$ cat src/exec_pkg.sv
//////////////////////////////////////////////////////////////////////
// Shared widths, types and operation codes for the execution slice.
// Operation codes are per unit, so the same op value means different
// things to the ALU and to the multiplier.
//////////////////////////////////////////////////////////////////////

`default_nettype none

package exec_pkg;

    // Widths
    localparam int XLEN = 32;
    localparam int REG_ADDR_WIDTH = 5;
    localparam int ID_WIDTH = 4;
    localparam int OP_WIDTH = 3;
    localparam int MUL_STAGES = 3;

    typedef logic [XLEN-1:0] data_t;
    typedef logic [REG_ADDR_WIDTH-1:0] reg_addr_t;
    typedef logic [ID_WIDTH-1:0] id_t;
    typedef logic [OP_WIDTH-1:0] op_t;
    typedef logic unit_sel_t;

    // ALU operations, shifts use rs2[4:0], SLT is signed
    localparam op_t ALU_ADD = 3'd0;
    localparam op_t ALU_SUB = 3'd1;
    localparam op_t ALU_AND = 3'd2;
    localparam op_t ALU_OR  = 3'd3;
    localparam op_t ALU_XOR = 3'd4;
    localparam op_t ALU_SLL = 3'd5;
    localparam op_t ALU_SRL = 3'd6;
    localparam op_t ALU_SLT = 3'd7;

    // Multiplier operations on the unsigned product
    localparam op_t MUL_LO = 3'd0;
    localparam op_t MUL_HU = 3'd1;

    // Unit select
    localparam unit_sel_t UNIT_ALU = 1'b0;
    localparam unit_sel_t UNIT_MUL = 1'b1;

endpackage

`default_nettype wire

$ cat src/unit_issue_if.sv
//////////////////////////////////////////////////////////////////////
// One decoded instruction from dispatch to an execution unit.
// new_request is a strobe, only raised while ready is high.
//////////////////////////////////////////////////////////////////////

`default_nettype none

interface unit_issue_if;

    logic new_request;
    logic ready;
    exec_pkg::id_t id;
    exec_pkg::reg_addr_t rd;
    exec_pkg::op_t op;
    exec_pkg::data_t rs1;
    exec_pkg::data_t rs2;

    modport dispatch (output new_request, id, rd, op, rs1, rs2, input ready);
    modport unit (input new_request, id, rd, op, rs1, rs2, output ready);

endinterface

`default_nettype wire

$ cat src/unit_wb_if.sv
//////////////////////////////////////////////////////////////////////
// One result from an execution unit to writeback.
// Result is held while done is high, and leaves on the ack cycle.
//////////////////////////////////////////////////////////////////////

`default_nettype none

interface unit_wb_if;

    logic done;
    logic ack;
    exec_pkg::id_t id;
    exec_pkg::reg_addr_t rd;
    exec_pkg::data_t rd_data;

    modport unit (output done, id, rd, rd_data, input ack);
    modport writeback (input done, id, rd, rd_data, output ack);

endinterface

`default_nettype wire

$ cat src/issue_dispatch.sv
//////////////////////////////////////////////////////////////////////
// Combinational unit dispatch. The instruction is taken when
// issue_valid and issue_ready are both high; issue_ready is the
// ready of whichever unit issue_unit selects.
//////////////////////////////////////////////////////////////////////

`default_nettype none

module issue_dispatch (
    input  logic                  issue_valid,
    input  exec_pkg::unit_sel_t   issue_unit,
    input  exec_pkg::op_t         issue_op,
    input  exec_pkg::id_t         issue_id,
    input  exec_pkg::reg_addr_t   issue_rd,
    input  exec_pkg::data_t       issue_rs1,
    input  exec_pkg::data_t       issue_rs2,
    output logic                  issue_ready,
    unit_issue_if.dispatch        alu_issue,
    unit_issue_if.dispatch        mul_issue
);
    import exec_pkg::*;

    logic to_mul;

    assign to_mul = (issue_unit == UNIT_MUL);

    // Request only goes to the selected unit, and only when it can take it
    assign alu_issue.new_request = issue_valid && !to_mul && alu_issue.ready;
    assign mul_issue.new_request = issue_valid && to_mul && mul_issue.ready;

    assign issue_ready = (issue_unit == UNIT_ALU) ? alu_issue.ready : mul_issue.ready;

    // Instruction fields are shared
    assign alu_issue.id  = issue_id;
    assign alu_issue.rd  = issue_rd;
    assign alu_issue.op  = issue_op;
    assign alu_issue.rs1 = issue_rs1;
    assign alu_issue.rs2 = issue_rs2;

    assign mul_issue.id  = issue_id;
    assign mul_issue.rd  = issue_rd;
    assign mul_issue.op  = issue_op;
    assign mul_issue.rs1 = issue_rs1;
    assign mul_issue.rs2 = issue_rs2;

endmodule

`default_nettype wire

$ cat src/alu_unit.sv
//////////////////////////////////////////////////////////////////////
// Single-cycle integer ALU with one result register.
// A held result blocks new work until writeback acks it; an ack and
// a new request in the same cycle keep the unit busy back to back.
//////////////////////////////////////////////////////////////////////

`default_nettype none

module alu_unit (
    input  logic        clk,
    input  logic        reset,
    unit_issue_if.unit  issue,
    unit_wb_if.unit     wb
);
    import exec_pkg::*;

    data_t alu_result;
    logic [$clog2(XLEN)-1:0] shamt;

    assign shamt = issue.rs2[$clog2(XLEN)-1:0];

    always_comb begin
        case (issue.op)
            ALU_ADD: alu_result = issue.rs1 + issue.rs2;
            ALU_SUB: alu_result = issue.rs1 - issue.rs2;
            ALU_AND: alu_result = issue.rs1 & issue.rs2;
            ALU_OR:  alu_result = issue.rs1 | issue.rs2;
            ALU_XOR: alu_result = issue.rs1 ^ issue.rs2;
            ALU_SLL: alu_result = issue.rs1 << shamt;
            ALU_SRL: alu_result = issue.rs1 >> shamt;
            ALU_SLT: alu_result = {{(XLEN-1){1'b0}}, $signed(issue.rs1) < $signed(issue.rs2)};
        endcase
    end

    // Free when empty, or when the held result leaves this cycle
    assign issue.ready = !wb.done || wb.ack;

    always_ff @(posedge clk) begin
        if (reset) begin
            wb.done <= 1'b0;
        end else if (issue.new_request) begin
            wb.done <= 1'b1;
        end else if (wb.ack) begin
            wb.done <= 1'b0;
        end
    end

    // Result payload
    always_ff @(posedge clk) begin
        if (issue.new_request) begin
            wb.rd_data <= alu_result;
            wb.id <= issue.id;
            wb.rd <= issue.rd;
        end
    end

    request_only_when_ready: assert property (
        @(posedge clk) disable iff (reset) issue.new_request |-> issue.ready);

endmodule

`default_nettype wire

$ cat src/mul_unit.sv
//////////////////////////////////////////////////////////////////////
// Three-stage unsigned multiplier, done three edges after accept.
// The whole pipeline freezes while the last stage holds an unacked
// result, so up to three instructions are in flight.
//////////////////////////////////////////////////////////////////////

`default_nettype none

module mul_unit (
    input  logic        clk,
    input  logic        reset,
    unit_issue_if.unit  issue,
    unit_wb_if.unit     wb
);
    import exec_pkg::*;

    logic [MUL_STAGES-1:0] stage_valid;
    logic advance;

    // Stage one, registered operands
    data_t s1_rs1;
    data_t s1_rs2;
    op_t s1_op;
    id_t s1_id;
    reg_addr_t s1_rd;

    // Stage two, full product
    logic [2*XLEN-1:0] s2_product;
    op_t s2_op;
    id_t s2_id;
    reg_addr_t s2_rd;

    assign advance = !stage_valid[MUL_STAGES-1] || wb.ack;
    assign issue.ready = advance;
    assign wb.done = stage_valid[MUL_STAGES-1];

    ////////////////////////////////////////////////////////////////////
    // Pipeline control
    always_ff @(posedge clk) begin
        if (reset) begin
            stage_valid <= '0;
        end else if (advance) begin
            stage_valid <= {stage_valid[MUL_STAGES-2:0], issue.new_request};
        end
    end

    ////////////////////////////////////////////////////////////////////
    // Datapath
    always_ff @(posedge clk) begin
        if (advance) begin
            s1_rs1 <= issue.rs1;
            s1_rs2 <= issue.rs2;
            s1_op <= issue.op;
            s1_id <= issue.id;
            s1_rd <= issue.rd;

            s2_product <= (2*XLEN)'(s1_rs1) * (2*XLEN)'(s1_rs2);
            s2_op <= s1_op;
            s2_id <= s1_id;
            s2_rd <= s1_rd;

            // Word select
            wb.rd_data <= (s2_op == MUL_HU) ? s2_product[2*XLEN-1:XLEN] : s2_product[XLEN-1:0];
            wb.id <= s2_id;
            wb.rd <= s2_rd;
        end
    end

    held_result_stable: assert property (
        @(posedge clk) disable iff (reset)
        wb.done && !wb.ack |=> wb.done && $stable(wb.rd_data) && $stable(wb.id)
            && $stable(wb.rd));

endmodule

`default_nettype wire

$ cat src/writeback.sv
//////////////////////////////////////////////////////////////////////
// Single writeback port, fixed priority with the multiplier first.
// The winner is acked in its done cycle and shows up as a one-cycle
// wb_valid pulse on the next edge. No back-pressure from outside.
//////////////////////////////////////////////////////////////////////

`default_nettype none

module writeback (
    input  logic                  clk,
    input  logic                  reset,
    unit_wb_if.writeback          alu_wb,
    unit_wb_if.writeback          mul_wb,
    output logic                  wb_valid,
    output exec_pkg::id_t         wb_id,
    output exec_pkg::reg_addr_t   wb_rd,
    output exec_pkg::data_t       wb_data
);
    import exec_pkg::*;

    id_t sel_id;
    reg_addr_t sel_rd;
    data_t sel_data;

    // Multiplier wins, so its pipeline never stays frozen for long
    assign mul_wb.ack = mul_wb.done;
    assign alu_wb.ack = alu_wb.done && !mul_wb.done;

    always_comb begin
        if (mul_wb.done) begin
            sel_id = mul_wb.id;
            sel_rd = mul_wb.rd;
            sel_data = mul_wb.rd_data;
        end else begin
            sel_id = alu_wb.id;
            sel_rd = alu_wb.rd;
            sel_data = alu_wb.rd_data;
        end
    end

    always_ff @(posedge clk) begin
        if (reset) begin
            wb_valid <= 1'b0;
        end else begin
            wb_valid <= alu_wb.done || mul_wb.done;
        end
    end

    // Commit packet
    always_ff @(posedge clk) begin
        wb_id <= sel_id;
        wb_rd <= sel_rd;
        wb_data <= sel_data;
    end

    // An ALU result that loses to the multiplier waits unchanged
    alu_held_while_waiting: assert property (
        @(posedge clk) disable iff (reset)
        alu_wb.done && !alu_wb.ack |=> alu_wb.done && $stable(alu_wb.id)
            && $stable(alu_wb.rd) && $stable(alu_wb.rd_data));

endmodule

`default_nettype wire

$ cat src/register_file.sv
//////////////////////////////////////////////////////////////////////
// 32 x 32 register file, one write port from writeback and one
// combinational read port. Register 0 is never written.
//////////////////////////////////////////////////////////////////////

`default_nettype none

module register_file (
    input  logic                  clk,
    input  logic                  reset,
    input  logic                  wb_valid,
    input  exec_pkg::reg_addr_t   wb_rd,
    input  exec_pkg::data_t       wb_data,
    input  exec_pkg::reg_addr_t   read_addr,
    output exec_pkg::data_t       read_data
);
    import exec_pkg::*;

    data_t regs [2**REG_ADDR_WIDTH];

    always_ff @(posedge clk) begin
        if (reset) begin
            for (int i = 0; i < 2**REG_ADDR_WIDTH; i++) begin
                regs[i] <= '0;
            end
        end else if (wb_valid && (wb_rd != '0)) begin
            regs[wb_rd] <= wb_data;
        end
    end

    // Visible from the edge after the write
    assign read_data = regs[read_addr];

    zero_reg_stays_zero: assert property (
        @(posedge clk) disable iff (reset) regs[0] == '0);

endmodule

`default_nettype wire

$ cat src/exec_core.sv
//////////////////////////////////////////////////////////////////////
// Execution slice top. Ids come from outside and must not be reused
// while in flight. Results leave on wb_valid, in completion order.
//////////////////////////////////////////////////////////////////////

`default_nettype none

module exec_core (
    input  logic                  clk,
    input  logic                  reset,
    input  logic                  issue_valid,
    input  exec_pkg::unit_sel_t   issue_unit,
    input  exec_pkg::op_t         issue_op,
    input  exec_pkg::id_t         issue_id,
    input  exec_pkg::reg_addr_t   issue_rd,
    input  exec_pkg::data_t       issue_rs1,
    input  exec_pkg::data_t       issue_rs2,
    input  exec_pkg::reg_addr_t   rf_read_addr,
    output logic                  issue_ready,
    output logic                  wb_valid,
    output exec_pkg::id_t         wb_id,
    output exec_pkg::reg_addr_t   wb_rd,
    output exec_pkg::data_t       wb_data,
    output exec_pkg::data_t       rf_read_data
);

    unit_issue_if alu_issue ();
    unit_issue_if mul_issue ();
    unit_wb_if alu_wb ();
    unit_wb_if mul_wb ();

    ////////////////////////////////////////////////////////////////////
    // Issue
    issue_dispatch dispatch_block (
        .issue_valid (issue_valid),
        .issue_unit  (issue_unit),
        .issue_op    (issue_op),
        .issue_id    (issue_id),
        .issue_rd    (issue_rd),
        .issue_rs1   (issue_rs1),
        .issue_rs2   (issue_rs2),
        .issue_ready (issue_ready),
        .alu_issue   (alu_issue),
        .mul_issue   (mul_issue)
    );

    ////////////////////////////////////////////////////////////////////
    // Execution units
    alu_unit alu_unit_block (.clk(clk), .reset(reset), .issue(alu_issue), .wb(alu_wb));
    mul_unit mul_unit_block (.clk(clk), .reset(reset), .issue(mul_issue), .wb(mul_wb));

    ////////////////////////////////////////////////////////////////////
    // Writeback and commit
    writeback writeback_block (
        .clk      (clk),
        .reset    (reset),
        .alu_wb   (alu_wb),
        .mul_wb   (mul_wb),
        .wb_valid (wb_valid),
        .wb_id    (wb_id),
        .wb_rd    (wb_rd),
        .wb_data  (wb_data)
    );

    register_file register_file_block (
        .clk       (clk),
        .reset     (reset),
        .wb_valid  (wb_valid),
        .wb_rd     (wb_rd),
        .wb_data   (wb_data),
        .read_addr (rf_read_addr),
        .read_data (rf_read_data)
    );

endmodule

`default_nettype wire

$ cat config.mk
export PLATFORM = sky130hd
export DESIGN_NAME = exec_core
export DESIGN_NICKNAME = d
export VERILOG_FILES = /design/src/exec_pkg.sv /design/src/unit_issue_if.sv /design/src/unit_wb_if.sv /design/src/issue_dispatch.sv /design/src/alu_unit.sv /design/src/mul_unit.sv /design/src/writeback.sv /design/src/register_file.sv /design/src/exec_core.sv
export SDC_FILE = /design/constraint.sdc
export NUM_CORES = 2
export LEC_CHECK = 0
export BUFFER_PORTS_ARGS = -buffer_cell sky130_fd_sc_hd__buf_4
export CAP_MARGIN = 20
export CORE_MARGIN = 5
export CORE_UTILIZATION = 55
export DETAILED_ROUTE_END_ITERATION = 10
export MAX_ROUTING_LAYER = met4
export PLACE_DENSITY = 0.74
export SETUP_SLACK_MARGIN = 0.05
export SYNTH_ARGS = -nofsm -noshare
export SYNTH_HDL_FRONTEND = slang
export SYNTH_SLANG_ARGS = --single-unit
$ cat constraint.sdc
create_clock -name clk -period 6.5 [get_ports clk]
set_input_delay 0.325 -clock clk [delete_from_list [all_inputs] [get_ports clk]]
set_output_delay 0.325 -clock clk [all_outputs]
set_load 0.01 [all_outputs]
==> impl_table.tex <==
\begin{tabular}{lr}
\hline
Metric & Value \\
\hline
\multicolumn{2}{l}{\textbf{Outcome}} \\
\quad Result of the run & finished, violations left \\
\quad Violations in the final reports & setup timing \\
\multicolumn{2}{l}{\textbf{Final layout}} \\
\quad Layout area overhead & 14.90\% \\
\quad Layout cells sized above 1 & roughly 21\% \\
\quad Number of nets in the layout & just under 10000 \\
\quad Most common library cell in the layout ignoring fill and taps & and2\_1 \\
\quad Final std cells w/o fill & $\sim$11000 \\
\quad Util after Layout & $\sim$63\% \\
\quad Fill cell total of the finished layout & between 10000 and 15000 \\
\quad Most used cells in the layout excluding fill and tap cells & and2\_1, edfxtp\_1, inv\_1, fa\_1, buf\_4 \\
\multicolumn{2}{l}{\textbf{CTS}} \\
\quad Clock Pin Slew Worst Setup and Hold Paths & about 0.06 ns \\
\quad Worst-Skew Late Latency & 0.79 ns \\
\quad Clock tree from TritonCTS & done \\
\quad Clock root buffer master & clkbuf\_16 \\
\quad Number of buffers created by CTS & about 130 \\
\quad CTS sink cnt & $\sim$1300 \\
\quad CTS H-Tree Depth & 4 \\
\quad CTS max path bufs & 3 \\
\multicolumn{2}{l}{\textbf{Synthesis}} \\
\quad Synth Cell Area & 94490 µm² \\
\quad Biggest area contributors in the synthesized netlist & edfxtp\_1, fa\_1, and2\_1 \\
\quad Synthesized-area fraction occupied by adder cells & a little under a quarter \\
\quad Async S/R FF share, synth & 0\% \\
\quad Share of Yosys cell area claimed by the top area cell type & approximately a third \\
\quad Compound-cell area share of the yosys netlist & 4.828\% \\
\quad Simple-gate area share of the yosys netlist & between 15 and 20\% \\
\quad Post-Syn Instances & between 8000 and 9000 \\
\quad Commonest register cell after synthesis & edfxtp\_1 \\
\quad Number of different library cells in the post-synthesis netlist & 94 \\
\quad Multiplexer area fraction after synthesis & between 10 and 15\% \\
\quad Portion of the post-synthesis area used by sequential elements & 38.91\% \\
\quad Xor/xnor cell area share of the yosys netlist & less than 1\% \\
\quad Combinational family with the most area after synthesis & adder cells \\
\quad Number of warnings issued by yosys & 0 \\
\quad Synthesized area per cell & around 12 µm² \\
\quad Post-synth EDFFs & about 1100 \\
\quad Number of flip-flops and latches in the synthesized netlist & 1304 \\
\quad Library cell occupying the most area in the post-synthesis netlist & edfxtp\_1 \\
\multicolumn{2}{l}{\textbf{Critical path}} \\
\quad Crit path capture type & flop \\
\quad Worst Reg2Reg Path Length in Cells & 24 \\
\quad Setup crit end & mul\_unit\_block.s2\_product[60] \\
\quad Cell at the slowest stage of the critical path & fa\_2 \\
\quad Kind of start point of the critical path & flop \\
\quad CP Data Arrival Time & about 7.9 ns \\
\quad Startpoint of the worst-slack reg-to-reg timing path & mul\_unit\_block.s1\_rs1[17] \\
\quad Worst R2R Setup Slack & -0.70 ns \\
\quad Worst Setup SP & mul\_unit\_block.s1\_rs1[17] \\
\quad Largest fanout on the critical path & 15 \\
\quad Instance count on the critical path & 24 \\
\quad Largest stage delay, worst path & slightly below 0.6 ns \\
\quad Most prevalent standard cell on the critical path & fa\_1 \\
\quad Data required, critical path & slightly above 7 ns \\
\quad Cells traversed along the worst timing path & buf\_12 -> and2\_4 -> fa\_1 -> fa\_1 -> fa\_1 -> inv\_2 -> fa\_1 -> inv\_2 -> fa\_1 -> fa\_2 -> fa\_1 -> fa\_1 -> ha\_4 -> nand2\_4 -> buf\_6 -> o21ai\_2 -> a2111o\_1 -> a211oi\_4 -> o31ai\_4 -> o31ai\_4 -> o31a\_1 -> nor2\_4 -> or3\_1 -> nand4\_1 \\
\quad CP Class & reg -> reg \\
\quad Worst path top cell family by delay & adder cells \\
\quad Crit path buffers/inverters & 4 \\
\quad Reg2Reg Capture Point & mul\_unit\_block.s2\_product[60] \\
\multicolumn{2}{l}{\textbf{Placement}} \\
\quad Post-placement worst setup slack & -0.7961 ns \\
\quad Half-perimeter wire length after placement & just under 200 mm \\
\quad IO Port Bufs & approximately 160 \\
\quad Cells after DPL & $\sim$10000 \\
\quad RePlAce Congestion & 0.9860 \\
\multicolumn{2}{l}{\textbf{Timing}} \\
\quad Final number of max-transition violations & 0 \\
\quad Final hold slack & 0.2122 ns \\
\quad Final setup viols & 43 \\
\quad Post-Route Skew & around 0.05 ns \\
\quad Highest Clock Rate & $\sim$140 MHz \\
\quad Final setup margin & -0.6968 ns \\
\quad Final clock period utilization by the worst path & 110.7\% \\
\quad Slew margin rel. & around 23\% \\
\quad Number of failing hold endpoints at the final stage & 0 \\
\quad Slew at the pin with the worst max-slew slack & about 1.2 ns \\
\quad Final critical-path required period & 7.197 ns \\
\quad Setup repair after global routing missed its margin & yes \\
\multicolumn{2}{l}{\textbf{Routing}} \\
\quad Routed vias/inst & 5.953 \\
\quad Final Routed Wirelength & $\sim$280 mm \\
\quad Remaining design rule violation count & 0 \\
\quad Wire length per cell after detailed routing & around 26 µm \\
\quad Starting DRC count in detailed routing & $\sim$7100 \\
\quad Number of nets with antenna violations after detailed routing & 0 \\
\quad TritonRoute pass-1 iters & 5 \\
\quad Total via count in the routed design & around 64000 \\
\multicolumn{2}{l}{\textbf{Worst hold path}} \\
\quad Hold depth & 2 \\
\quad Type of the worst min-delay path & in -> reg \\
\multicolumn{2}{l}{\textbf{Die}} \\
\quad Row count & approximately 150 \\
\quad Initial core utilization & a little under three fifths \\
\quad Die Ht & around 420 µm \\
\quad Die width & about 420 µm \\
\quad Placeable Area & 171200 µm² \\
\quad Number of top-level pins & 160 \\
\quad Full die area & roughly 180000 µm² \\
\multicolumn{2}{l}{\textbf{Global route}} \\
\quad Wire length of the first global-routing pass & around 420 mm \\
\quad Number of antenna violations at the first check in global routing & 10 \\
\quad Maximum number of pins on one net before global-route repair & 99 \\
\quad Total GRT Usage & around a third \\
\quad Vias in the first global route & $\sim$67000 \\
\quad Global route overflow & 0 \\
\multicolumn{2}{l}{\textbf{Flow run}} \\
\quad Total of max-cap violations & 0 \\
\hline
\end{tabular}
-- final cells by class --
| class | instances | area [µm²] | area share [%] |
|---|---|---|---|
| multi-input combinational | 5182 | 53180 | 48.98 |
| inverter | 994 | 3731 | 3.437 |
| clock inverter | 58 | 745.7 | 0.6868 |
| clock buffer | 185 | 3730 | 3.435 |
| timing repair buffer | 808 | 7552 | 6.956 |
| antenna | 7 | 17.52 | 0.01613 |
| sequential | 1304 | 36830 | 33.92 |
| tap | 2233 | 2794 | 2.573 |
-- synthesized netlist by cell type (10+ instances only) --
cell,instances
fa_1,898
mux4_2,343
or3_1,27
and2_1,1584
o211ai_1,17
o21bai_1,28
a31oi_1,19
or2_2,38
a211oi_1,17
o22ai_1,44
nand2b_1,21
buf_1,47
and3_1,11
buf_2,33
o21ai_1,12
nor2b_1,25
xor2_1,24
clkbuf_1,506
nand3_1,25
o21ai_0,137
nand2_1,555
nor3_1,41
a211o_1,10
a221oi_1,10
nand4_1,29
dfxtp_1,239
edfxtp_1,1065
a221o_1,13
mux2i_1,54
ha_1,360
xnor2_1,58
a22oi_1,34
nor2_1,207
a21oi_1,199
o21a_1,16
mux2_2,110
a21o_1,47
o2111ai_1,10
inv_1,993
o31ai_1,12
-- worst min-delay path by stage --
stage,from,to,slack [ns]
final,issue_rs2[2],mul_unit_block.s1_rs2[2],0.21
after detailed placement,mul_unit_block.s2_rd[1],mul_unit_block.wb.rd[1],0.31
after global routing,issue_id[1],mul_unit_block.s1_id[1],0.19
after floorplan,mul_unit_block.s1_id[0],mul_unit_block.s2_id[0],0.31
after CTS,issue_rs2[3],mul_unit_block.s1_rs2[3],0.15
after global placement,mul_unit_block.s2_rd[2],mul_unit_block.wb.rd[2],0.31
-- worst register-to-register path, cell delays in order, from the launching register on --
cell and delay (ns):
dfxtp_2 0.32, buf_12 0.15, and2_4 0.20, fa_1 0.55, fa_1 0.44, fa_1 0.51, inv_2 0.04, fa_1 0.54
inv_2 0.05, fa_1 0.50, fa_2 0.59, fa_1 0.43, fa_1 0.53, ha_4 0.23, nand2_4 0.08, buf_6 0.11
o21ai_2 0.07, a2111o_1 0.40, a211oi_4 0.26, o31ai_4 0.12, o31ai_4 0.24, o31a_1 0.22, nor2_4 0.07, or3_1 0.36
nand4_1 0.09
-- flip-flops by register name, indices dropped and copies added, names as in the netlist --
| signal | flops |
|---|---|
| register_file_block.regs | 1024 |
| mul_unit_block.s2_product | 64 |
| alu_unit_block.wb.rd_data | 32 |
| mul_unit_block.s1_rs1 | 32 |
| mul_unit_block.s1_rs2 | 32 |
| mul_unit_block.wb.rd_data | 32 |
| writeback_block.wb_data | 32 |
| alu_unit_block.wb.rd | 5 |
| mul_unit_block.s1_rd | 5 |
| mul_unit_block.s2_rd | 5 |
| mul_unit_block.wb.rd | 5 |
| writeback_block.wb_rd | 5 |
| alu_unit_block.wb.id | 4 |
| mul_unit_block.s1_id | 4 |
| mul_unit_block.s2_id | 4 |
| mul_unit_block.wb.id | 4 |
| writeback_block.wb_id | 4 |
| mul_unit_block.s1_op | 3 |
| mul_unit_block.s2_op | 3 |
| mul_unit_block.stage_valid | 3 |
| alu_unit_block.wb.done | 1 |
| writeback_block.wb_valid | 1 |
-- metal layers --
metal	wire length [µm]	global-route usage (%)	vias to the layer above
met3	23040	4.504	665
met5	0	-	-
met1	106200	41.19	32790
met2	132400	50.24	3318
met4	16410	14.39	0
li1	-	-	27350
-- per-stage QoR --
step                area [µm²]  setup TNS (ns)
finish                  108600          -17.83
global route            108600          -26.23
CTS                     107500          -15.16
detailed placement      101500          -21.17
global placement        101500          -18.22
floorplan                95100          -1.552
-- cells by family (layout without fill, tap and decap cells) --
logic type / count (synthesis) / after routing
fa+ha+maj: 1258 / 1258
compound gates: 697 / 697
flops: 1304 / 1304
simple gates: 2606 / 2606
mux: 507 / 507
xor+xnor: 82 / 82
buf+inv: 1590 / 2045
other cells: 1 / 39
-- what timing repair did --
action	in CTS	in global routing
setup buffers	18	24
gates resized for setup	150	159
hold buffers	76	0
pin swaps	86	93
gates cloned	1	5
endpoints found under the setup margin	46	46
hold endpoints to repair	84	0
Power is left out: the tool's default activity adds up to more than one toggle a clock period on the data nets, which glitch-free logic cannot reach.
